**src/hdl/atom_pkg.sv**
```systemverilog
/*
 * Shared constants for the Atom I/O corner
 * Address map covers only the PIA window, the ROM latch and the lock byte
 * Divider constants assume a 25 MHz clk25
 */

package atom_pkg;

   // ==============================
   // Bus widths
   // ==============================

   // Atom CPU side
   localparam int addr_w     = 16;
   localparam int data_w     = 8;
   // Host side, only the low byte carries data
   localparam int axi_data_w = 32;

   // ==============================
   // Address map
   // ==============================

   // B000-B00F, 8255 PIA (decoded on the upper 12 bits)
   localparam logic [11:0] pia_base = 12'hb00;
   // ROM bank latch
   localparam logic [15:0] rom_latch_addr = 16'hbfff;
   // Zero page byte holding the lock flag
   localparam logic [15:0] lock_addr = 16'h00e7;
   localparam int lock_bit = 5;

   // ==============================
   // Divider constants
   // ==============================

   // 25 MHz down to 1 MHz base rate
   localparam logic [4:0] clkdiv_last = 5'd24;
   // 208 bus cycles per tone half period
   localparam logic [7:0] cas_div_last = 8'd207;

   // PIA control word at register index 3
   // Bit 7 clear selects port C bit set/reset
   typedef union packed {
      struct packed {
         logic       mode_flag;
         logic [3:0] spare;
         logic [1:0] bit_sel;
         logic       bit_val;
      } bsr;
      struct packed {
         logic       mode_flag;
         logic [6:0] mode_bits;   // ports have fixed directions
      } mode_word;
   } pia_ctrl_u;

endpackage

```
**src/hdl/cpu_clken_gen.sv**
```systemverilog
/*
 * CPU bus-cycle enable from the 25 MHz clock
 * turbo 00 = 1 MHz, 01 = 2 MHz, 1x = 4 MHz
 * Pulses are not evenly spaced in the faster modes
 */

`timescale 1ns/1ps

module cpu_clken_gen
   import atom_pkg::*;
   (
      input  logic       clk25,
      input  logic       reset,
      input  logic [1:0] turbo,
      output logic       cpu_clken
   );

   // Free running count 0 to 24
   logic [4:0] clkdiv;
   logic       clken_next;

   always_ff @(posedge clk25 or posedge reset)
   begin
      if (reset)
      begin
         clkdiv <= '0;
      end
      else if (clkdiv == clkdiv_last)
      begin
         clkdiv <= '0;
      end
      else
      begin
         clkdiv <= clkdiv + 5'd1;
      end
   end

   // Pick the counts that fire
   // Counts 16 and up never fire
   always_comb
   begin
      case (turbo)
         2'b00:   clken_next = (clkdiv[3:0] == 4'd0) && !clkdiv[4];   // count 0
         2'b01:   clken_next = (clkdiv[2:0] == 3'd0) && !clkdiv[4];   // 0 and 8
         default: clken_next = (clkdiv[1:0] == 2'd0) && !clkdiv[4];   // 0, 4, 8, 12
      endcase
   end

   // Registered one cycle behind the count
   always_ff @(posedge clk25 or posedge reset)
   begin
      if (reset)
      begin
         cpu_clken <= 1'b0;
      end
      else
      begin
         cpu_clken <= clken_next;
      end
   end

endmodule

```
**src/hdl/axil_bus_bridge.sv**
```systemverilog
/*
 * AXI4-Lite slave, one transaction in flight at a time
 * Each transaction becomes one bus cycle on the next cpu_clken
 * Reads win over writes; only byte lane 0 is used, responses are always OKAY
 */

`timescale 1ns/1ps

module axil_bus_bridge
   import atom_pkg::*;
   (
      input  logic                  clk25,
      input  logic                  reset,
      // Write address and data
      input  logic                  awvalid,
      output logic                  awready,
      input  logic [addr_w-1:0]     awaddr,
      input  logic                  wvalid,
      output logic                  wready,
      input  logic [axi_data_w-1:0] wdata,
      input  logic [3:0]            wstrb,
      // Write response
      output logic                  bvalid,
      input  logic                  bready,
      output logic [1:0]            bresp,
      // Read address and data
      input  logic                  arvalid,
      output logic                  arready,
      input  logic [addr_w-1:0]     araddr,
      output logic                  rvalid,
      input  logic                  rready,
      output logic [axi_data_w-1:0] rdata,
      output logic [1:0]            rresp,
      // Atom bus side
      input  logic                  cpu_clken,
      output logic                  bus_en,
      output logic                  bus_we,
      output logic [addr_w-1:0]     bus_addr,
      output logic [data_w-1:0]     bus_wdata,
      input  logic [data_w-1:0]     bus_rdata
   );

   logic              pend;         // accepted, waiting for the bus cycle
   logic              pend_write;
   logic              pend_we;      // write with byte lane 0 enabled
   logic [addr_w-1:0] addr_q;
   logic [data_w-1:0] wdata_q;
   logic [data_w-1:0] rdata_q;
   logic              idle;
   logic              rd_hs;
   logic              wr_hs;

   // Nothing pending, no response out, no ready already offered
   assign idle  = !pend && !bvalid && !rvalid && !arready && !awready;
   assign rd_hs = arvalid && arready;
   assign wr_hs = awvalid && awready && wvalid && wready;

   // ==============================
   // Handshake and response control
   // ==============================

   always_ff @(posedge clk25 or posedge reset)
   begin
      if (reset)
      begin
         arready    <= 1'b0;
         awready    <= 1'b0;
         wready     <= 1'b0;
         pend       <= 1'b0;
         pend_write <= 1'b0;
         pend_we    <= 1'b0;
         bvalid     <= 1'b0;
         rvalid     <= 1'b0;
      end
      else
      begin
         // Readies are single-cycle pulses
         arready <= 1'b0;
         awready <= 1'b0;
         wready  <= 1'b0;
         if (idle)
         begin
            if (arvalid)
            begin
               arready <= 1'b1;
            end
            else if (awvalid && wvalid)
            begin
               awready <= 1'b1;
               wready  <= 1'b1;
            end
         end
         if (rd_hs)
         begin
            pend       <= 1'b1;
            pend_write <= 1'b0;
            pend_we    <= 1'b0;
         end
         else if (wr_hs)
         begin
            pend       <= 1'b1;
            pend_write <= 1'b1;
            pend_we    <= wstrb[0];
         end
         // Bus cycle done, raise the matching response
         if (bus_en)
         begin
            pend <= 1'b0;
            if (pend_write)
               bvalid <= 1'b1;
            else
               rvalid <= 1'b1;
         end
         if (bvalid && bready)
            bvalid <= 1'b0;
         if (rvalid && rready)
            rvalid <= 1'b0;
      end
   end

   // Captured address, data and read result
   always_ff @(posedge clk25)
   begin
      if (rd_hs)
      begin
         addr_q <= araddr;
      end
      else if (wr_hs)
      begin
         addr_q  <= awaddr;
         wdata_q <= wdata[data_w-1:0];
      end
      if (bus_en && !pend_write)
         rdata_q <= bus_rdata;
   end

   // One bus cycle per accepted transaction
   assign bus_en    = pend && cpu_clken;
   assign bus_we    = pend_we;
   assign bus_addr  = addr_q;
   assign bus_wdata = wdata_q;

   assign rdata = {{(axi_data_w-data_w){1'b0}}, rdata_q};
   assign bresp = 2'b00;
   assign rresp = 2'b00;

endmodule

```
**src/hdl/atom_pia.sv**
```systemverilog
/*
 * Minimal 8255 with fixed port directions
 * Port A output, port B input, port C low nibble output and high nibble input
 * No mode support; mode control words are ignored
 */

`timescale 1ns/1ps

module atom_pia
   import atom_pkg::*;
   (
      input  logic              clk25,
      input  logic              reset,
      input  logic              pia_sel,
      input  logic              pia_we,
      input  logic [1:0]        pia_reg,
      input  logic [data_w-1:0] pia_wdata,
      output logic [data_w-1:0] pia_rdata,
      // Port B sources
      input  logic [5:0]        keyout,
      input  logic              shift_n,
      input  logic              ctrl_n,
      // Port C high nibble sources
      input  logic              rept_n,
      input  logic              fs_n,
      input  logic              cas_in,
      input  logic              cas_tone,
      output logic [7:0]        pia_pa,
      output logic [3:0]        pia_pc_out
   );

   pia_ctrl_u ctrl_word;
   logic [7:0] port_b;
   logic [7:0] port_c;

   assign ctrl_word = pia_wdata;

   // ==============================
   // Port registers
   // ==============================

   always_ff @(posedge clk25 or posedge reset)
   begin
      if (reset)
      begin
         pia_pa     <= '0;
         pia_pc_out <= '0;
      end
      else if (pia_sel && pia_we)
      begin
         case (pia_reg)
            2'd0: pia_pa <= pia_wdata;
            2'd2: pia_pc_out <= pia_wdata[3:0];
            2'd3:
            begin
               // Bit set/reset on one of PC0..PC3
               if (!ctrl_word.mode_word.mode_flag)
                  pia_pc_out[ctrl_word.bsr.bit_sel] <= ctrl_word.bsr.bit_val;
            end
            default: ;   // port B is input only
         endcase
      end
   end

   // Keyboard column and modifier keys
   assign port_b = {shift_n, ctrl_n, keyout};
   // Upper nibble straight from the pins
   assign port_c = {fs_n, rept_n, cas_in, cas_tone, pia_pc_out};

   // Readback
   always_comb
   begin
      case (pia_reg)
         2'd0:    pia_rdata = pia_pa;
         2'd1:    pia_rdata = port_b;
         2'd2:    pia_rdata = port_c;
         default: pia_rdata = '0;   // control reg reads as zero
      endcase
   end

endmodule

```
**src/hdl/atom_io_space.sv**
```systemverilog
/*
 * Atom I/O decode: PIA at B000-B00F, ROM latch at BFFF, lock snoop at 00E7
 * PIA is mirrored every 4 bytes inside its window
 * 00E7 is write-only here, all unmapped reads return zero
 */

`timescale 1ns/1ps

module atom_io_space
   import atom_pkg::*;
   (
      input  logic              clk25,
      input  logic              reset,
      // Bus cycle from the bridge
      input  logic              bus_en,
      input  logic              bus_we,
      input  logic [addr_w-1:0] bus_addr,
      input  logic [data_w-1:0] bus_wdata,
      output logic [data_w-1:0] bus_rdata,
      // Keyboard and misc port inputs
      input  logic [5:0]        keyout,
      input  logic              shift_n,
      input  logic              ctrl_n,
      input  logic              rept_n,
      input  logic              fs_n,
      input  logic              cas_in,
      input  logic              cas_tone,
      // Outputs
      output logic [7:0]        pia_pa,
      output logic [3:0]        pia_pc_out,
      output logic [2:0]        rom_bank,
      output logic              lock
   );

   logic              pia_cs;
   logic              rom_latch_cs;
   logic              lock_cs;
   logic              wr_en;
   logic [data_w-1:0] rom_latch;
   logic [data_w-1:0] pia_rdata;

   // ==============================
   // Address decode
   // ==============================

   assign pia_cs       = (bus_addr[15:4] == pia_base);
   assign rom_latch_cs = (bus_addr == rom_latch_addr);
   assign lock_cs      = (bus_addr == lock_addr);
   assign wr_en        = bus_en && bus_we;

   // Full byte kept, bank select is the low 3 bits
   always_ff @(posedge clk25 or posedge reset)
   begin
      if (reset)
         rom_latch <= '0;
      else if (wr_en && rom_latch_cs)
         rom_latch <= bus_wdata;
   end

   assign rom_bank = rom_latch[2:0];

   // Lock flag snooped from writes to the zero page byte
   always_ff @(posedge clk25 or posedge reset)
   begin
      if (reset)
         lock <= 1'b0;
      else if (wr_en && lock_cs)
         lock <= bus_wdata[lock_bit];
   end

   atom_pia i_pia (
      .clk25      (clk25),
      .reset      (reset),
      .pia_sel    (bus_en && pia_cs),
      .pia_we     (bus_we),
      .pia_reg    (bus_addr[1:0]),
      .pia_wdata  (bus_wdata),
      .pia_rdata  (pia_rdata),
      .keyout     (keyout),
      .shift_n    (shift_n),
      .ctrl_n     (ctrl_n),
      .rept_n     (rept_n),
      .fs_n       (fs_n),
      .cas_in     (cas_in),
      .cas_tone   (cas_tone),
      .pia_pa     (pia_pa),
      .pia_pc_out (pia_pc_out)
   );

   // Read mux, PIA has priority
   always_comb
   begin
      if (pia_cs)
         bus_rdata = pia_rdata;
      else if (rom_latch_cs)
         bus_rdata = rom_latch;
      else
         bus_rdata = '0;
   end

endmodule

```
**src/hdl/cassette_sound.sv**
```systemverilog
/*
 * Cassette tone and audio
 * Tone period is 416 bus cycles, about 2.4 kHz at 1 MHz
 * Speaker is the raw PC2 bit on all four audio lines
 */

`timescale 1ns/1ps

module cassette_sound
   import atom_pkg::*;
   (
      input  logic       clk25,
      input  logic       reset,
      input  logic       cpu_clken,
      input  logic [3:0] pia_pc_out,
      output logic       cas_tone,
      output logic       cas_out,
      output logic [3:0] audio
   );

   logic [7:0] cas_div;

   // Toggle every 208 bus cycles
   always_ff @(posedge clk25 or posedge reset)
   begin
      if (reset)
      begin
         cas_div  <= '0;
         cas_tone <= 1'b0;
      end
      else if (cpu_clken)
      begin
         if (cas_div == cas_div_last)
         begin
            cas_div  <= '0;
            cas_tone <= !cas_tone;
         end
         else
         begin
            cas_div <= cas_div + 8'd1;
         end
      end
   end

   // PC0 low forces the output high
   // PC1 gates the inverted tone otherwise
   assign cas_out = !pia_pc_out[0] || (pia_pc_out[1] && !cas_tone);

   assign audio = {4{pia_pc_out[2]}};

endmodule

```
**src/hdl/atom_io_top.sv**
```systemverilog
/*
 * Atom I/O corner reached over AXI4-Lite
 * 16-bit byte address, 32-bit data with only the low byte used
 */

`timescale 1ns/1ps

module atom_io_top (
   input  logic        clk25,
   input  logic        reset,
   // AXI4-Lite slave
   input  logic        awvalid,
   output logic        awready,
   input  logic [15:0] awaddr,
   input  logic        wvalid,
   output logic        wready,
   input  logic [31:0] wdata,
   input  logic [3:0]  wstrb,
   output logic        bvalid,
   input  logic        bready,
   output logic [1:0]  bresp,
   input  logic        arvalid,
   output logic        arready,
   input  logic [15:0] araddr,
   output logic        rvalid,
   input  logic        rready,
   output logic [31:0] rdata,
   output logic [1:0]  rresp,
   // Speed select
   input  logic [1:0]  turbo,
   // Keyboard and port inputs
   input  logic [5:0]  keyout,
   input  logic        shift_n,
   input  logic        ctrl_n,
   input  logic        rept_n,
   input  logic        fs_n,
   input  logic        cas_in,
   // Outputs
   output logic [7:0]  pia_pa,
   output logic [3:0]  pia_pc_out,
   output logic [2:0]  rom_bank,
   output logic        lock,
   output logic        cas_out,
   output logic [3:0]  audio
);

   logic        cpu_clken;
   logic        bus_en;
   logic        bus_we;
   logic [15:0] bus_addr;
   logic [7:0]  bus_wdata;
   logic [7:0]  bus_rdata;
   logic        cas_tone;

   cpu_clken_gen i_clken (
      .clk25     (clk25),
      .reset     (reset),
      .turbo     (turbo),
      .cpu_clken (cpu_clken)
   );

   // Input side
   axil_bus_bridge i_bridge (
      .clk25     (clk25),
      .reset     (reset),
      .awvalid   (awvalid),
      .awready   (awready),
      .awaddr    (awaddr),
      .wvalid    (wvalid),
      .wready    (wready),
      .wdata     (wdata),
      .wstrb     (wstrb),
      .bvalid    (bvalid),
      .bready    (bready),
      .bresp     (bresp),
      .arvalid   (arvalid),
      .arready   (arready),
      .araddr    (araddr),
      .rvalid    (rvalid),
      .rready    (rready),
      .rdata     (rdata),
      .rresp     (rresp),
      .cpu_clken (cpu_clken),
      .bus_en    (bus_en),
      .bus_we    (bus_we),
      .bus_addr  (bus_addr),
      .bus_wdata (bus_wdata),
      .bus_rdata (bus_rdata)
   );

   // Processing part
   atom_io_space i_io (
      .clk25      (clk25),
      .reset      (reset),
      .bus_en     (bus_en),
      .bus_we     (bus_we),
      .bus_addr   (bus_addr),
      .bus_wdata  (bus_wdata),
      .bus_rdata  (bus_rdata),
      .keyout     (keyout),
      .shift_n    (shift_n),
      .ctrl_n     (ctrl_n),
      .rept_n     (rept_n),
      .fs_n       (fs_n),
      .cas_in     (cas_in),
      .cas_tone   (cas_tone),
      .pia_pa     (pia_pa),
      .pia_pc_out (pia_pc_out),
      .rom_bank   (rom_bank),
      .lock       (lock)
   );

   // Output side
   cassette_sound i_sound (
      .clk25      (clk25),
      .reset      (reset),
      .cpu_clken  (cpu_clken),
      .pia_pc_out (pia_pc_out),
      .cas_tone   (cas_tone),
      .cas_out    (cas_out),
      .audio      (audio)
   );

endmodule

```
**config.mk**
```make
export PLATFORM = sky130hd
export DESIGN_NAME = atom_io_top
export DESIGN_NICKNAME = d
export VERILOG_FILES = /design/src/hdl/atom_pkg.sv /design/src/hdl/cpu_clken_gen.sv /design/src/hdl/axil_bus_bridge.sv /design/src/hdl/atom_pia.sv /design/src/hdl/atom_io_space.sv /design/src/hdl/cassette_sound.sv /design/src/hdl/atom_io_top.sv
export SDC_FILE = /design/constraint.sdc
export NUM_CORES = 1
export LEC_CHECK = 0
export BUFFER_PORTS_ARGS = -buffer_cell sky130_fd_sc_hd__buf_2
export CAP_MARGIN = 20
export CORE_ASPECT_RATIO = 0.6
export CORE_UTILIZATION = 49
export DETAILED_ROUTE_END_ITERATION = 7
export HOLD_SLACK_MARGIN = 0.06
export PLACE_DENSITY = 0.81
export SKIP_CTS_REPAIR_TIMING = 1
export SLEW_MARGIN = 20
export SYNTH_ARGS = -nofsm -noshare
export SYNTH_HDL_FRONTEND = slang
export SYNTH_SLANG_ARGS = --single-unit
export TNS_END_PERCENT = 5
```
**constraint.sdc**
```tcl
create_clock -name clk25 -period 2.2 [get_ports clk25]
set_clock_uncertainty 0.1 [all_clocks]
set_input_delay 0.22 -clock clk25 [delete_from_list [all_inputs] [get_ports clk25]]
set_output_delay 0.22 -clock clk25 [all_outputs]
set_load 0.1 [all_outputs]
```
After elaboration in Yosys (flattened, before gate mapping)
Cells that the tools add are included.

Output and inout port bits: 62. Word-level logic and storage cells: 114. Bits in registers: 75. Input bits: 88.

Reduce and logical (&&, ||, !) cells: 50. Magnitude comparators: 2. Equal/unequal tests: 11. Bitwise gates (word level): 1. Add/sub/neg operators: 2. Mux-type cells: 30.

Operators by type and width (count): $mux W16 (2); $mux W8 (3); $pmux W8 S3 (1); $logic_and A1 B1 Y1 (23); $mux W1 (18); $eq A16 B16 Y1 const B (1); $eq A16 B8 Y1 const B (1); $eq A12 B12 Y1 const B (1); $reduce_and A2 Y1 (5); $reduce_bool A2 Y1 (5); $logic_not A1 Y1 (9); $add A8 B1 Y8 const B (1); $eq A8 B8 Y1 const B (1); $pmux W4 S2 (1); $logic_not A2 Y1 (3); $add A5 B1 Y5 const B (1); $eq A5 B5 Y1 const B (1); $mux W5 (1); $bwmux W4 (1); $eq A2 B1 Y1 const B (2); $eq A2 B2 Y1 const B (2); $logic_not A4 Y1 (1); $mux W4 (1); $ne A2 B2 Y1 const B (2); other kinds (9) (9).

Logic depth before layout (Yosys ltp)
Gate-level depths: netlist of run 1.

Depth after elaboration: 7. Gate-level depth with buffers: 8. Gate-level depth less buffers: 6.

Modules after synthesis
A second synthesis of run 1 with hierarchy kept.

Cells, all modules: 308. Area total of the unflattened synthesis: 3888.7 µm².

Modules (own cells, without submodules): axil_bus_bridge (times used 1, sequential area each 1136.1 µm², cells each 109, area an instance 1740.4 µm²); atom_pia (times used 1, sequential area each 300.3 µm², cells each 75, area an instance 752.0 µm²); atom_io_space (times used 1, sequential area each 225.2 µm², cells each 47, area an instance 584.3 µm²); cassette_sound (times used 1, sequential area each 225.2 µm², cells each 47, area an instance 508.0 µm²); cpu_clken_gen (times used 1, sequential area each 150.1 µm², cells each 30, area an instance 304.0 µm²).

Worst setup path after synthesis of run 1
No wires, ideal clock.

Path kind: register -> output. Start point: register i_io.i_pia.pia_pc_out[1]. End point: output port cas_out. Arrival: 3.157 ns. Required time: 1.880 ns. Buffers on the path: 0. Slack: -1.277 ns. Cell stages (with the launch flop): 3. Cells stage by stage: dfrtp_1 > inv_1 > o21ai_0.

Word-level cells in the longest chain between the ends: 2.

RTL lines: start, declared (RTL line atom_pia.sv:29) `output logic [3:0] pia_pc_out`; start signal, assigned (RTL line atom_pia.sv:53) `2'd2: pia_pc_out <= pia_wdata[3:0];`; start signal, assigned by index (RTL line atom_pia.sv:58) `pia_pc_out[ctrl_word.bsr.bit_sel] <= ctrl_word.bsr.bit_val;`; $logic_and A1 B1 Y1 (RTL line cassette_sound.sv:47) `assign cas_out = !pia_pc_out[0] || (pia_pc_out[1] && !cas_tone);`; $logic_or A1 B1 Y1 (RTL line cassette_sound.sv:47); end, declared (RTL line atom_io_top.sv:43) `output logic cas_out,`.

No other way between the ends.

Worst setup path in the final report of run 1
Start point: register i_bridge.addr_q[9], in the netlist i_bridge.bus_addr[9]. End point: register i_io.i_pia.pia_pa[1].

Word-level cells in the longest chain between the ends: 4.

RTL lines: start, declared (RTL line axil_bus_bridge.sv:46) `logic [addr_w-1:0] addr_q;`; start signal, assigned (RTL line axil_bus_bridge.sv:126) `addr_q <= araddr;`; start signal, assigned (RTL line axil_bus_bridge.sv:130) `addr_q <= awaddr;`; $eq A12 B12 Y1 (RTL line atom_io_space.sv:46) `assign pia_cs = (bus_addr[15:4] == pia_base);`; $logic_and A1 B1 Y1 (RTL line atom_io_space.sv:74) `.pia_sel (bus_en && pia_cs),`; $logic_and A1 B1 Y1 (RTL line atom_pia.sv:49) `else if (pia_sel && pia_we)`; $reduce_and A2 Y1 (no line); end signal, assigned (RTL line atom_pia.sv:52) `2'd0: pia_pa <= pia_wdata;`; end, declared (RTL line atom_pia.sv:28) `output logic [7:0] pia_pa,`.

No other way between the ends. A chain may end at the register's enable or synchronous reset.

==> tab_implementation.tex, run 1 <==
\begin{tabular}{lr}
\hline
Metric & Value \\
\hline
\multicolumn{2}{l}{\textbf{Worst setup path}} \\
\quad Setup slack, reg-to-reg & 0.11 ns \\
\quad Buffer and inverter count on the worst path & 0 \\
\quad Kind of capture point of the worst setup path & flip-flop \\
\quad Worst Reg2Reg Path Length in Cells & 4 \\
\quad Critical path class & flip-flop to flip-flop \\
\quad Cell with the biggest individual delay on the critical path & sky130\_fd\_sc\_hd\_\_or4\_4 \\
\quad Crit path DAT & 2.20 ns \\
\quad Ordered cell list for the critical path & nor4\_4 -> nand4b\_2 -> or4\_4 -> mux2\_4 \\
\quad CP Data Required Time & 2.31 ns \\
\quad Biggest cell delay along the critical path & 0.57 ns \\
\quad Critical path launch point type & flip-flop \\
\quad Critical path capture point & i\_io.i\_pia.pia\_pa[1] \\
\quad Maximum net fanout on the critical path & 8 \\
\quad Reg2Reg Capture Point & i\_io.i\_pia.pia\_pa[1] \\
\quad Launching instance or port of the critical path & i\_bridge.bus\_addr[9] \\
\quad Startpoint of the lowest-slack register-to-register path & i\_bridge.bus\_addr[9] \\
\quad Cell family contributing the most delay on the critical path & simple AND/OR/NAND/NOR gates \\
\quad Number of gates on the worst path with buffers counted & 4 \\
\multicolumn{2}{l}{\textbf{Global routing}} \\
\quad Number of global-route vias before repair & 2,432 \\
\quad Remaining global-route overflow & 0 \\
\quad Pin count of the biggest net entering global routing & 44 \\
\quad Wire length of the first global-routing pass & 11.8 mm \\
\quad Number of antenna violations at the first check in global routing & 1 \\
\quad GR Util All Layers & 19.9\% \\
\multicolumn{2}{l}{\textbf{Placement}} \\
\quad Buffers added on ports & 94 \\
\quad Instance area at placement & 0.00423 sq mm \\
\quad Detail Placement HPWL & 5.46 mm \\
\quad Number of cells in the design after placement & 502 \\
\quad Final weighted congestion of routability-driven global placement & 0.818 \\
\multicolumn{2}{l}{\textbf{Route}} \\
\quad Total number of vias & 2,629 \\
\quad 1st-pass router iterations & 5 \\
\quad Vias per inst & 4.95 \\
\quad Wire per inst & 14.4 microns \\
\quad Aggregate routed wire length & 7.63 mm \\
\quad DRC violations left & 0 \\
\quad Number of nets with antenna violations after detailed routing & 0 \\
\quad Iteration-0 DRC Markers & 111 \\
\multicolumn{2}{l}{\textbf{Clock tree}} \\
\quad Clock sinks & 75 \\
\quad Maximum level of the CTS H-tree & 3 \\
\quad Clock transition time at the flip-flop clock pins of the worst setup and hold paths & 0.05 ns \\
\quad CTS tree & built \\
\quad CTS root buffer & sky130\_fd\_sc\_hd\_\_clkbuf\_16 \\
\quad Max clock buf depth & 2 \\
\quad Number of clock buffers inserted by TritonCTS & 9 \\
\quad Clock latency at the later pin of the worst-skew pair & 0.33 ns \\
\multicolumn{2}{l}{\textbf{Power and ir drop}} \\
\quad Combinational group share of total power & 16.3\% \\
\quad Leakage component of the power & 2.15 nW \\
\quad Maximum VDD drop & 0.467 mV \\
\quad Final Total Pwr & 3.68 mW \\
\quad Pwr/cell area & 791 mW/mm\^{}2 \\
\quad Fraction of power consumed by sequential logic & 44.7\% \\
\quad Switching power as a share of total power & 27.8\% \\
\quad Clk network pwr share & 38.9\% \\
\quad Total net switching power & 1.03 mW \\
\quad Internal power summed over all cells & 2.66 mW \\
\multicolumn{2}{l}{\textbf{Cells and area}} \\
\quad ANT cells & 0 \\
\quad Total of fill cells in the finished design & 588 \\
\quad Post-Layout Cell Count & 531 \\
\quad Final non-filler cell area & 0.00466 sq mm \\
\quad Commonest non-fill, non-tap cells in the layout & sky130\_fd\_sc\_hd\_\_buf\_2 (94), sky130\_fd\_sc\_hd\_\_dfrtp\_1 (42), sky130\_fd\_sc\_hd\_\_edfxtp\_1 (32) \\
\quad Area occupied by registers & 0.00204 sq mm \\
\quad Net count of the finished layout & 513 \\
\quad Proportion of layout cells with a drive suffix above 1 & 37.2\% \\
\quad Leading cell type in the layout, fill and taps excluded & sky130\_fd\_sc\_hd\_\_buf\_2 \\
\quad Multi-input gate area in the final layout & 0.00149 sq mm \\
\quad Area growth, synth to finish & 23.4\% \\
\multicolumn{2}{l}{\textbf{STA}} \\
\quad Setup repair after global routing missed its margin & false \\
\quad Final count of pins violating max slew & 0 \\
\quad F\_max & 0.479 GHz \\
\quad Rel. slew slack & 54.2\% \\
\quad Final number of setup-violating endpoints & 0 \\
\quad Final critical-path required period & 2.09 ns \\
\quad Minimum hold slack & 0.0758 ns \\
\quad Hold Fails Final Rpt & 0 \\
\quad Crit share post-route & 94.9\% \\
\quad Worst Max-Slew Pin Slew & 0.685 ns \\
\multicolumn{2}{l}{\textbf{Floorplanning}} \\
\quad Boundary pin count & 150 \\
\quad Die Span X & 115 microns \\
\quad Number of core rows & 24 \\
\quad Core Footprint & 0.00736 sq mm \\
\quad Starting utilization of the core area & 51.3\% \\
\quad Die height & 70.0 microns \\
\quad Die Footprint & 0.00807 sq mm \\
\multicolumn{2}{l}{\textbf{Logic synthesis}} \\
\quad Post-synthesis sequential element count & 75 \\
\quad Count of warnings emitted by yosys & 0 \\
\quad Syn\_area\_per\_cell & 12.0 sq um \\
\quad Cell variety after synth & 43 \\
\quad Sequential fraction of the synthesis area & 54.0\% \\
\quad Cell area after technology mapping & 0.00377 sq mm \\
\quad Cell count after synthesis & 314 \\
\multicolumn{2}{l}{\textbf{Run status}} \\
\quad Outcome & finished, final reports clean \\
\multicolumn{2}{l}{\textbf{Flow run}} \\
\quad MaxCap Viol Count & 0 \\
\multicolumn{2}{l}{\textbf{Hold path}} \\
\quad HP Class & input port to flip-flop \\
\hline
\end{tabular}
## worst min path at each step
stage / from / end / slack [ns] / cells after the start
3_3_place_gp: reset / i_bridge.awready / 0.28 / 3
4_1_cts: reset / i_sound.cas_div[3] / -0.08 / 3
2_1_floorplan: arvalid / i_bridge.awready / 0.19 / 1
3_5_place_dp: reset / i_bridge.awready / 0.28 / 3
5_1_grt: araddr[10] / i_bridge.bus_addr[10] / 0.08 / 2
6_report: wstrb[0] / i_bridge.bus_we / 0.08 / 3
## layout make-up
| cell class | instances | area share [%] |
|---|---|---|
| inverters | 8 | 0.645 |
| well taps | 104 | 2.79 |
| repair buffers | 117 | 14.5 |
| clock inverters | 2 | 0.752 |
| multi-input cells | 211 | 32.1 |
| flip-flops and latches | 75 | 43.8 |
| clock buffers | 14 | 5.45 |
## per-stage QoR
step	utilization [%]	worst slack [ns]	TNS, ns
final	63.3	0.111	0
after global routing	63.3	0.0404	0
after CTS	61.4	0.0713	0
after detailed placement	57.5	0.0673	0
after global placement	57.5	0.101	0
after floorplan	-	-0.0496	-0.193
## state kept, by name, summed over array words and instances, names as in the netlist, 4 cells and up
name	cells
i_bridge.bus_addr	16
i_bridge.bus_wdata	8
i_bridge.rdata_q	8
i_clken.clkdiv	5
i_io.i_pia.pia_pa	8
i_io.i_pia.pia_pc_out	4
i_io.rom_latch	8
i_sound.cas_div	8
## power groups by stage
stage | clock network, mW | registers (mW) | logic (mW)
4_1_cts | 1.46 | 1.65 | 0.587
3_3_place_gp | 0 | 1.67 | 0.572
2_1_floorplan | 0 | 1.69 | 0.466
3_5_place_dp | 0 | 1.67 | 0.581
5_1_grt | 1.51 | 1.66 | 0.651
6_report | 1.43 | 1.65 | 0.602
## synth_stat cells
cell type | n | area share (%)
sky130_fd_sc_hd__and4b_1 | 1 | 0.27
sky130_fd_sc_hd__xor2_1 | 2 | 0.46
sky130_fd_sc_hd__nand3_1 | 7 | 0.93
sky130_fd_sc_hd__nor2_1 | 14 | 1.4
sky130_fd_sc_hd__mux2i_1 | 10 | 2.7
sky130_fd_sc_hd__and3_1 | 3 | 0.50
sky130_fd_sc_hd__or4b_1 | 1 | 0.27
sky130_fd_sc_hd__or2b_1 | 1 | 0.20
sky130_fd_sc_hd__nor3b_1 | 2 | 0.40
sky130_fd_sc_hd__nand2_1 | 24 | 2.4
sky130_fd_sc_hd__o21a_1 | 1 | 0.20
sky130_fd_sc_hd__nand2b_1 | 5 | 0.83
sky130_fd_sc_hd__nand4_1 | 4 | 0.66
sky130_fd_sc_hd__edfxtp_1 | 32 | 25
sky130_fd_sc_hd__dfrtp_1 | 43 | 29
sky130_fd_sc_hd__nor4_4 | 1 | 0.56
sky130_fd_sc_hd__mux2_4 | 8 | 3.2
sky130_fd_sc_hd__a21oi_1 | 11 | 1.5
sky130_fd_sc_hd__clkbuf_1 | 3 | 0.30
sky130_fd_sc_hd__nor4b_1 | 1 | 0.23
sky130_fd_sc_hd__a2111oi_4 | 1 | 0.73
sky130_fd_sc_hd__ha_1 | 3 | 1.0
sky130_fd_sc_hd__mux2_2 | 27 | 8.1
sky130_fd_sc_hd__xnor2_1 | 5 | 1.2
sky130_fd_sc_hd__inv_1 | 8 | 0.80
sky130_fd_sc_hd__nor3_1 | 8 | 1.1
sky130_fd_sc_hd__buf_6 | 1 | 0.30
sky130_fd_sc_hd__buf_4 | 36 | 7.2
sky130_fd_sc_hd__buf_1 | 3 | 0.30
sky130_fd_sc_hd__buf_2 | 4 | 0.53
sky130_fd_sc_hd__nor2b_1 | 5 | 0.83
sky130_fd_sc_hd__conb_1 | 1 | 0.099
sky130_fd_sc_hd__o31ai_1 | 3 | 0.60
sky130_fd_sc_hd__a22o_1 | 9 | 2.1
sky130_fd_sc_hd__a21boi_0 | 1 | 0.20
sky130_fd_sc_hd__a31oi_1 | 2 | 0.33
sky130_fd_sc_hd__or4_1 | 1 | 0.20
sky130_fd_sc_hd__o31a_1 | 2 | 0.46
sky130_fd_sc_hd__o21ai_0 | 15 | 2.0
sky130_fd_sc_hd__or4_4 | 1 | 0.30
sky130_fd_sc_hd__and2_1 | 2 | 0.33
sky130_fd_sc_hd__nand4b_2 | 1 | 0.40
sky130_fd_sc_hd__nand3b_1 | 1 | 0.20
## cell families (layout without fill, tap and decap cells)
group	Yosys count	after routing	synth area share, %
mux	45	45	13.9
compound gates	45	45	8.06
simple gates	83	83	11.9
xor+xnor	7	7	1.63
other cells	1	28	0.0994
buf+inv	55	141	9.39
flops	75	75	54.0
fa+ha+maj	3	3	0.995
## per-layer routing
| metal | vias up | global-route usage (%) | wire length (microns) |
|---|---|---|---|
| met1 | 1247 | 27.8 | 3560 |
| met2 | 101 | 29.2 | 3460 |
| met5 | - | 0 | 13 |
| li1 | 1269 | - | - |
| met3 | 10 | 6.77 | 533 |
| met4 | 2 | 6.06 | 68 |
## worst register-to-register path: stages (launching register included)
cell and delay (ns):
sky130_fd_sc_hd__edfxtp_1 0.42, sky130_fd_sc_hd__nor4_4 0.34, sky130_fd_sc_hd__nand4b_2 0.20, sky130_fd_sc_hd__or4_4 0.57
sky130_fd_sc_hd__mux2_4 0.34
No activity file was read; power rests on OpenSTA's default activity.
==> inputs of run 2 (changes only) <==
--- a/config.mk
+++ b/config.mk
@@ -11,7 +11,7 @@
 export CORE_UTILIZATION = 49
 export DETAILED_ROUTE_END_ITERATION = 7
 export HOLD_SLACK_MARGIN = 0.06
-export PLACE_DENSITY = 0.81
+export PLACE_DENSITY = 0.84
 export SKIP_CTS_REPAIR_TIMING = 1
 export SLEW_MARGIN = 20
 export SYNTH_ARGS = -nofsm -noshare
==> run 2 against run 1 <==
Register-to-register slack worse by 0.06 ns. Hold slack lost 0.032 ns. Power increased by 0.25%. Largest cell class unchanged. Sequential power hardly changed.
==> tab_implementation.tex, run 2 (synthesis results as in run 1) <==
\begin{tabular}{lr}
\hline
Metric & Value \\
\hline
\multicolumn{2}{l}{\textbf{Run status}} \\
\quad Outcome & finished, final reports clean \\
\multicolumn{2}{l}{\textbf{Clock tree}} \\
\quad Clock sinks & 75 (unchanged) \\
\quad Number of clock buffers inserted by TritonCTS & 9 (unchanged) \\
\quad Max clock buf depth & 2 (unchanged) \\
\quad CTS root buffer & sky130\_fd\_sc\_hd\_\_clkbuf\_16 \\
\quad Maximum level of the CTS H-tree & 3 (unchanged) \\
\quad Clock latency at the later pin of the worst-skew pair & 0.33 ns (about the same) \\
\quad Clock transition time at the flip-flop clock pins of the worst setup and hold paths & 0.06 ns (about the same) \\
\quad CTS tree & built \\
\multicolumn{2}{l}{\textbf{STA}} \\
\quad Hold Fails Final Rpt & 0 (unchanged) \\
\quad Worst Max-Slew Pin Slew & 0.698 ns (+0.0124 ns) \\
\quad Setup repair after global routing missed its margin & false \\
\quad Rel. slew slack & 53.4\% (-0.83 points) \\
\quad Minimum hold slack & 0.0435 ns (-0.0323 ns) \\
\quad Final number of setup-violating endpoints & 0 (unchanged) \\
\quad Final count of pins violating max slew & 0 (unchanged) \\
\quad Final critical-path required period & 2.15 ns (+0.0627 ns) \\
\quad Crit share post-route & 97.8\% (+2.9 points) \\
\quad F\_max & 0.465 GHz (-2.9\%) \\
\multicolumn{2}{l}{\textbf{Worst setup path}} \\
\quad Setup slack, reg-to-reg & 0.05 ns (-0.06 ns) \\
\quad Buffer and inverter count on the worst path & 0 (unchanged) \\
\quad Reg2Reg Capture Point & i\_io.i\_pia.pia\_pa[5] \\
\quad CP Data Required Time & 2.31 ns (about the same) \\
\quad Worst Reg2Reg Path Length in Cells & 4 (unchanged) \\
\quad Critical path launch point type & flip-flop \\
\quad Cell with the biggest individual delay on the critical path & sky130\_fd\_sc\_hd\_\_or4\_4 \\
\quad Startpoint of the lowest-slack register-to-register path & i\_bridge.bus\_addr[9] \\
\quad Critical path class & flip-flop to flip-flop \\
\quad Ordered cell list for the critical path & nor4\_4 -> nand4b\_2 -> or4\_4 -> mux2\_4 \\
\quad Biggest cell delay along the critical path & 0.58 ns (about the same) \\
\quad Cell family contributing the most delay on the critical path & simple AND/OR/NAND/NOR gates \\
\quad Crit path DAT & 2.26 ns (+0.06 ns) \\
\quad Maximum net fanout on the critical path & 8 (unchanged) \\
\quad Kind of capture point of the worst setup path & flip-flop \\
\multicolumn{2}{l}{\textbf{Power and ir drop}} \\
\quad Leakage component of the power & 2.15 nW (about the same) \\
\quad Total net switching power & 1.04 mW (+1.8\%) \\
\quad Clk network pwr share & 38.8\% (about the same) \\
\quad Switching power as a share of total power & 28.3\% (+0.43 points) \\
\quad Maximum VDD drop & 0.356 mV (-24\%) \\
\quad Final Total Pwr & 3.69 mW (+0.25\%) \\
\quad Combinational group share of total power & 16.5\% (+0.2 points) \\
\quad Fraction of power consumed by sequential logic & 44.7\% (about the same) \\
\quad Internal power summed over all cells & 2.65 mW (-0.34\%) \\
\quad Pwr/cell area & 793 mW/mm\^{}2 (+0.34\%) \\
\multicolumn{2}{l}{\textbf{Global routing}} \\
\quad Number of global-route vias before repair & 2,522 (+3.7\%) \\
\quad Remaining global-route overflow & 0 (unchanged) \\
\quad Pin count of the biggest net entering global routing & 44 (unchanged) \\
\quad GR Util All Layers & 20.9\% (+1.0 points) \\
\quad Wire length of the first global-routing pass & 12.4 mm (+4.5\%) \\
\quad Number of antenna violations at the first check in global routing & 0 (-1) \\
\multicolumn{2}{l}{\textbf{Hold path}} \\
\quad HP Class & input port to flip-flop \\
\quad Worst Hold Depth & 3 (unchanged) \\
\quad Hold Path Sink & i\_bridge.rvalid \\
\quad Hold Crit Start & rready \\
\multicolumn{2}{l}{\textbf{Route}} \\
\quad Vias per inst & 5.04 (+1.7\%) \\
\quad Number of nets with antenna violations after detailed routing & 0 (unchanged) \\
\quad 1st-pass router iterations & 4 (-1) \\
\quad Iteration-0 DRC Markers & 165 (+49\%) \\
\quad DRC violations left & 0 (unchanged) \\
\quad Total number of vias & 2,669 (+1.5\%) \\
\quad Wire per inst & 15.0 microns (+4.2\%) \\
\quad Aggregate routed wire length & 7.94 mm (+4.0\%) \\
\multicolumn{2}{l}{\textbf{Placement}} \\
\quad Detail Placement HPWL & 5.81 mm (+6.4\%) \\
\quad Buffers added on ports & 94 (unchanged) \\
\quad Final weighted congestion of routability-driven global placement & 0.831 (+1.7\%) \\
\multicolumn{2}{l}{\textbf{Floorplanning}} \\
\quad Core Footprint & 0.00736 sq mm (unchanged) \\
\quad Boundary pin count & 150 (unchanged) \\
\quad Starting utilization of the core area & 51.3\% (unchanged) \\
\quad Number of core rows & 24 (unchanged) \\
\quad Die height & 70.0 microns (unchanged) \\
\quad Die Span X & 115 microns (unchanged) \\
\quad Die Footprint & 0.00807 sq mm (unchanged) \\
\multicolumn{2}{l}{\textbf{Cells and area}} \\
\quad ANT cells & 0 (unchanged) \\
\quad Area growth, synth to finish & 23.3\% (about the same) \\
\quad Multi-input gate area in the final layout & 0.00149 sq mm (-0.17\%) \\
\quad Commonest non-fill, non-tap cells in the layout & sky130\_fd\_sc\_hd\_\_buf\_2 (94), sky130\_fd\_sc\_hd\_\_dfrtp\_1 (42), sky130\_fd\_sc\_hd\_\_edfxtp\_1 (32) \\
\quad Proportion of layout cells with a drive suffix above 1 & 37.6\% (+0.32 points) \\
\quad Net count of the finished layout & 512 (-0.19\%) \\
\quad Max reg flops & 16 (unchanged) \\
\quad Area occupied by registers & 0.00204 sq mm (unchanged) \\
\quad Total of fill cells in the finished design & 558 (-5.1\%) \\
\quad Fraction of the core area covered by cells at the end of the flow & 63.2\% (about the same) \\
\quad Leading cell type in the layout, fill and taps excluded & sky130\_fd\_sc\_hd\_\_buf\_2 \\
\multicolumn{2}{l}{\textbf{Flow run}} \\
\quad MaxCap Viol Count & 0 (unchanged) \\
\hline
\end{tabular}
run 2: cell types whose count changed in the layout (fill, tap and decap cells not counted):
| cell | previous run | this run |
|---|---|---|
| sky130_fd_sc_hd__buf_4 | 10 | 9 |
| sky130_fd_sc_hd__clkbuf_1 | 4 | 1 |
| sky130_fd_sc_hd__clkinv_1 | 1 | 0 |
| sky130_fd_sc_hd__clkinv_2 | 1 | 3 |
| sky130_fd_sc_hd__clkinvlp_4 | 0 | 1 |
| sky130_fd_sc_hd__inv_1 | 7 | 8 |
| sky130_fd_sc_hd__nand2b_1 | 4 | 5 |
| sky130_fd_sc_hd__nand2b_2 | 1 | 0 |
run 2: area by class of cell:
cell class | instances | share of cell area, %
Clock buffer | 11 | 5.22
Clock inverter | 5 | 1.13
Inverter | 8 | 0.645
Multi-Input combinational cell | 211 | 32.1
Sequential cell | 75 | 43.8
Tap cell | 104 | 2.80
Timing Repair Buffer | 116 | 14.4
run 2: worst max-delay path by stage:
stage	slack (ns)	depth (start not counted)	from	endpoint
after global placement	0.12	4	i_bridge.bus_addr[5]	i_io.i_pia.pia_pa[0]
after floorplan	-0.05	2	i_io.i_pia.pia_pc_out[1]	cas_out
final	0.05	4	i_bridge.bus_addr[9]	i_io.i_pia.pia_pa[5]
after global routing	0.01	5	i_bridge.bus_addr[1]	i_io.rom_latch[0]
after detailed placement	0.07	4	i_bridge.bus_addr[9]	i_io.i_pia.pia_pa[5]
after CTS	0.06	4	i_bridge.bus_addr[9]	i_io.i_pia.pia_pa[5]
run 2: worst register-to-register path, cell delays in order (launching register included):
cell	delay (ns)
sky130_fd_sc_hd__edfxtp_1	0.43
sky130_fd_sc_hd__nor4_4	0.38
sky130_fd_sc_hd__nand4b_2	0.21
sky130_fd_sc_hd__or4_4	0.58
sky130_fd_sc_hd__mux2_4	0.34
run 2: layer usage:
layer	wire length, microns	share of wire (%)	GRT usage [%]
met1	3430	43	27.9
met2	3670	46	31.6
met3	688	8.7	7.47
met4	147	1.9	7.07
met5	0	0	0
run 2: through the flow:
step           worst slack (ns)  std cells  area [sq um]  TNS (ns)
2_1_floorplan           -0.0496        341          3880    -0.193
3_3_place_gp              0.118        501          4220         0
3_5_place_dp             0.0733        501          4220         0
4_1_cts                  0.0585        517          4520         0
5_1_grt                  0.0106        530          4650         0
6_report                 0.0485        530          4650         0
run 2: power groups by stage:
stage | Combinational, mW | Sequential (mW) | Clock [mW]
detailed placement | 0.590 | 1.67 | 0
global route | 0.653 | 1.66 | 1.52
floorplan | 0.466 | 1.69 | 0
finish | 0.608 | 1.65 | 1.43
CTS | 0.593 | 1.65 | 1.45
global placement | 0.572 | 1.67 | 0
==> inputs of run 3 (changes only) <==
--- a/config.mk
+++ b/config.mk
@@ -9,11 +9,12 @@
 export CAP_MARGIN = 20
 export CORE_ASPECT_RATIO = 0.6
 export CORE_UTILIZATION = 49
+export CTS_BUF_LIST = sky130_fd_sc_hd__clkbuf_4 sky130_fd_sc_hd__clkbuf_8
 export DETAILED_ROUTE_END_ITERATION = 7
 export HOLD_SLACK_MARGIN = 0.06
 export PLACE_DENSITY = 0.84
 export SKIP_CTS_REPAIR_TIMING = 1
-export SLEW_MARGIN = 20
+export SLEW_MARGIN = 0
 export SYNTH_ARGS = -nofsm -noshare
 export SYNTH_HDL_FRONTEND = slang
 export SYNTH_SLANG_ARGS = --single-unit
==> constraint.sdc (replaced) <==
create_clock -name clk25 -period 2.39 [get_ports clk25]
set_clock_uncertainty 0.1 [all_clocks]
set_input_delay 0.239 -clock clk25 [delete_from_list [all_inputs] [get_ports clk25]]
set_output_delay 0.239 -clock clk25 [all_outputs]
set_load 0.1 [all_outputs]
==> run 3 against run 2 <==
Die area stayed put. Clock power is 24% lower. Wire length is 4.5% lower. Sequential power is 8% lower. Combinational power is 9.7% lower. Power is 15% lower. Critical path depth stayed put. Utilization is 1.1 points lower. Non-clock buffer count is 1 lower. Hold slack better by 0.037 ns. Highest routed layer unchanged.
==> tab_implementation.tex, run 3 (synthesis results as in run 1) <==
\begin{tabular}{lr}
\hline
Metric & Value \\
\hline
\multicolumn{2}{l}{\textbf{Run status}} \\
\quad Outcome & finished, final reports clean \\
\multicolumn{2}{l}{\textbf{STA}} \\
\quad Hold Fails Final Rpt & 0 (unchanged) \\
\quad Crit share post-route & 88.9\% (-8.9 points) \\
\quad Final worst-path setup slack & 0.266 ns (+0.218 ns) \\
\quad Minimum hold slack & 0.0805 ns (+0.0371 ns) \\
\quad Final critical-path required period & 2.12 ns (-0.0279 ns) \\
\quad Final number of setup-violating endpoints & 0 (unchanged) \\
\quad Rel. slew slack & 53.6\% (+0.19 points) \\
\quad F\_max & 0.471 GHz (+1.3\%) \\
\quad Setup repair after global routing missed its margin & false \\
\quad Final count of pins violating max slew & 0 (unchanged) \\
\quad Worst Max-Slew Pin Slew & 0.695 ns (-0.00289 ns) \\
\multicolumn{2}{l}{\textbf{Route}} \\
\quad Total number of vias & 2,660 (-0.34\%) \\
\quad Aggregate routed wire length & 7.58 mm (-4.5\%) \\
\quad Wire per inst & 14.3 microns (-4.3\%) \\
\quad Iteration-0 DRC Markers & 115 (-30\%) \\
\quad DRC violations left & 0 (unchanged) \\
\quad 1st-pass router iterations & 4 (unchanged) \\
\quad Number of nets with antenna violations after detailed routing & 0 (unchanged) \\
\quad Vias per inst & 5.03 (-0.15\%) \\
\multicolumn{2}{l}{\textbf{Placement}} \\
\quad Buffers added on ports & 94 (unchanged) \\
\quad Detail Placement HPWL & 5.50 mm (-5.3\%) \\
\quad Post-placement setup slack & 0.282 ns (+0.209 ns) \\
\quad Final weighted congestion of routability-driven global placement & 0.781 (-6.0\%) \\
\multicolumn{2}{l}{\textbf{Clock tree}} \\
\quad CTS tree & built \\
\quad CTS root buffer & sky130\_fd\_sc\_hd\_\_clkbuf\_8 \\
\quad Number of clock buffers inserted by TritonCTS & 9 (unchanged) \\
\quad Clock latency at the later pin of the worst-skew pair & 0.35 ns (+0.02 ns) \\
\quad Maximum level of the CTS H-tree & 3 (unchanged) \\
\quad Clock sinks & 75 (unchanged) \\
\quad Clock transition time at the flip-flop clock pins of the worst setup and hold paths & 0.08 ns (+0.02 ns) \\
\quad Max clock buf depth & 2 (unchanged) \\
\multicolumn{2}{l}{\textbf{Worst setup path}} \\
\quad Critical path launch point type & flip-flop \\
\quad Maximum net fanout on the critical path & 8 (unchanged) \\
\quad Critical path class & flip-flop to flip-flop \\
\quad CP Data Required Time & 2.53 ns (+0.22 ns) \\
\quad Kind of capture point of the worst setup path & flip-flop \\
\quad Setup slack, reg-to-reg & 0.27 ns (+0.22 ns) \\
\quad Crit path DAT & 2.26 ns (about the same) \\
\multicolumn{2}{l}{\textbf{Global routing}} \\
\quad Number of antenna violations at the first check in global routing & 0 (unchanged) \\
\quad GR Util All Layers & 19.2\% (-1.7 points) \\
\quad Wire length of the first global-routing pass & 11.6 mm (-6.4\%) \\
\quad Remaining global-route overflow & 0 (unchanged) \\
\quad Pin count of the biggest net entering global routing & 44 (unchanged) \\
\quad Number of global-route vias before repair & 2,331 (-7.6\%) \\
\multicolumn{2}{l}{\textbf{Cells and area}} \\
\quad ANT cells & 0 (unchanged) \\
\quad Proportion of layout cells with a drive suffix above 1 & 37.2\% (-0.38 points) \\
\quad Leading cell type in the layout, fill and taps excluded & sky130\_fd\_sc\_hd\_\_buf\_2 \\
\quad Max reg flops & 16 (unchanged) \\
\quad Net count of the finished layout & 511 (-0.20\%) \\
\quad Area growth, synth to finish & 21.1\% \\
\quad Commonest non-fill, non-tap cells in the layout & sky130\_fd\_sc\_hd\_\_buf\_2 (94), sky130\_fd\_sc\_hd\_\_dfrtp\_1 (43), sky130\_fd\_sc\_hd\_\_edfxtp\_1 (32) \\
\multicolumn{2}{l}{\textbf{Floorplanning}} \\
\quad Die height & 70.0 microns (unchanged) \\
\quad Core Footprint & 0.00736 sq mm (unchanged) \\
\quad Die Footprint & 0.00807 sq mm (unchanged) \\
\quad Die Span X & 115 microns (unchanged) \\
\quad Starting utilization of the core area & 51.3\% (unchanged) \\
\quad Boundary pin count & 150 (unchanged) \\
\quad Number of core rows & 24 (unchanged) \\
\multicolumn{2}{l}{\textbf{Power and ir drop}} \\
\quad Pwr/cell area & 688 mW/mm\^{}2 (-13\%) \\
\quad Maximum VDD drop & 0.549 mV (+54\%) \\
\quad Leakage component of the power & 2.12 nW (-1.5\%) \\
\multicolumn{2}{l}{\textbf{Hold path}} \\
\quad HP Class & input port to flip-flop \\
\multicolumn{2}{l}{\textbf{Flow run}} \\
\quad MaxCap Viol Count & 0 (unchanged) \\
\hline
\end{tabular}
-- run 3: layout make-up --
class                   instances  area [sq um]
clock inverters                 6          87.6
fillers                       589          2790
multi-input cells             211          1490
repair buffers                115           661
clock buffers                  10           138
flip-flops and latches         75          2040
inverters                       8          30.0
well taps                     104           130
-- run 3: per-stage QoR --
stage               cell area (sq um)  power, mW  cells  setup TNS (ns)  utilization, %
finish                           4570       3.15    529               0            62.1
global route                     4570       3.27    529               0            62.1
CTS                              4440       3.16    516               0            60.3
detailed placement               4210       2.07    500               0            57.3
global placement                 4210       2.06    500               0            57.3
floorplan                        3880       1.99    341           -2.31               -
-- run 3: worst paths after layout --
check                                startpoint                  endpoint  depth (start not counted)
max                        i_bridge.bus_addr[5]      i_io.i_pia.pia_pa[6]                          4
min                                    wstrb[0]           i_bridge.bus_we                          3
max reg2reg                i_bridge.bus_addr[5]      i_io.i_pia.pia_pa[6]                          4
min reg2reg                   i_clken.clkdiv[0]         i_clken.clkdiv[0]                          1
max in group asynchronous                 reset  i_io.i_pia.pia_pc_out[1]                          4
min in group asynchronous                 reset           i_bridge.bvalid                          4
-- run 3: report_power, final --
| part | internal [mW] | switching, mW |
|---|---|---|
| combinational | 0.161 | 0.388 |
| clock | 0.618 | 0.465 |
| sequential | 1.44 | 0.0746 |
-- run 3: worst max-delay path, stage by stage, from the launching register on --
cell and delay [ns]:
sky130_fd_sc_hd__edfxtp_1 0.39, sky130_fd_sc_hd__nor3_1 0.40, sky130_fd_sc_hd__nand4b_2 0.21, sky130_fd_sc_hd__or4_4 0.57, sky130_fd_sc_hd__mux2_4 0.34
-- run 3: routing by layer --
metal,GRT usage [%],up-vias,part of all wire (%)
li1,-,1275,-
met4,5.34,0,1.2
met1,27.2,1270,47
met5,0,-,0
met2,28.4,102,45
met3,5.99,13,6.5
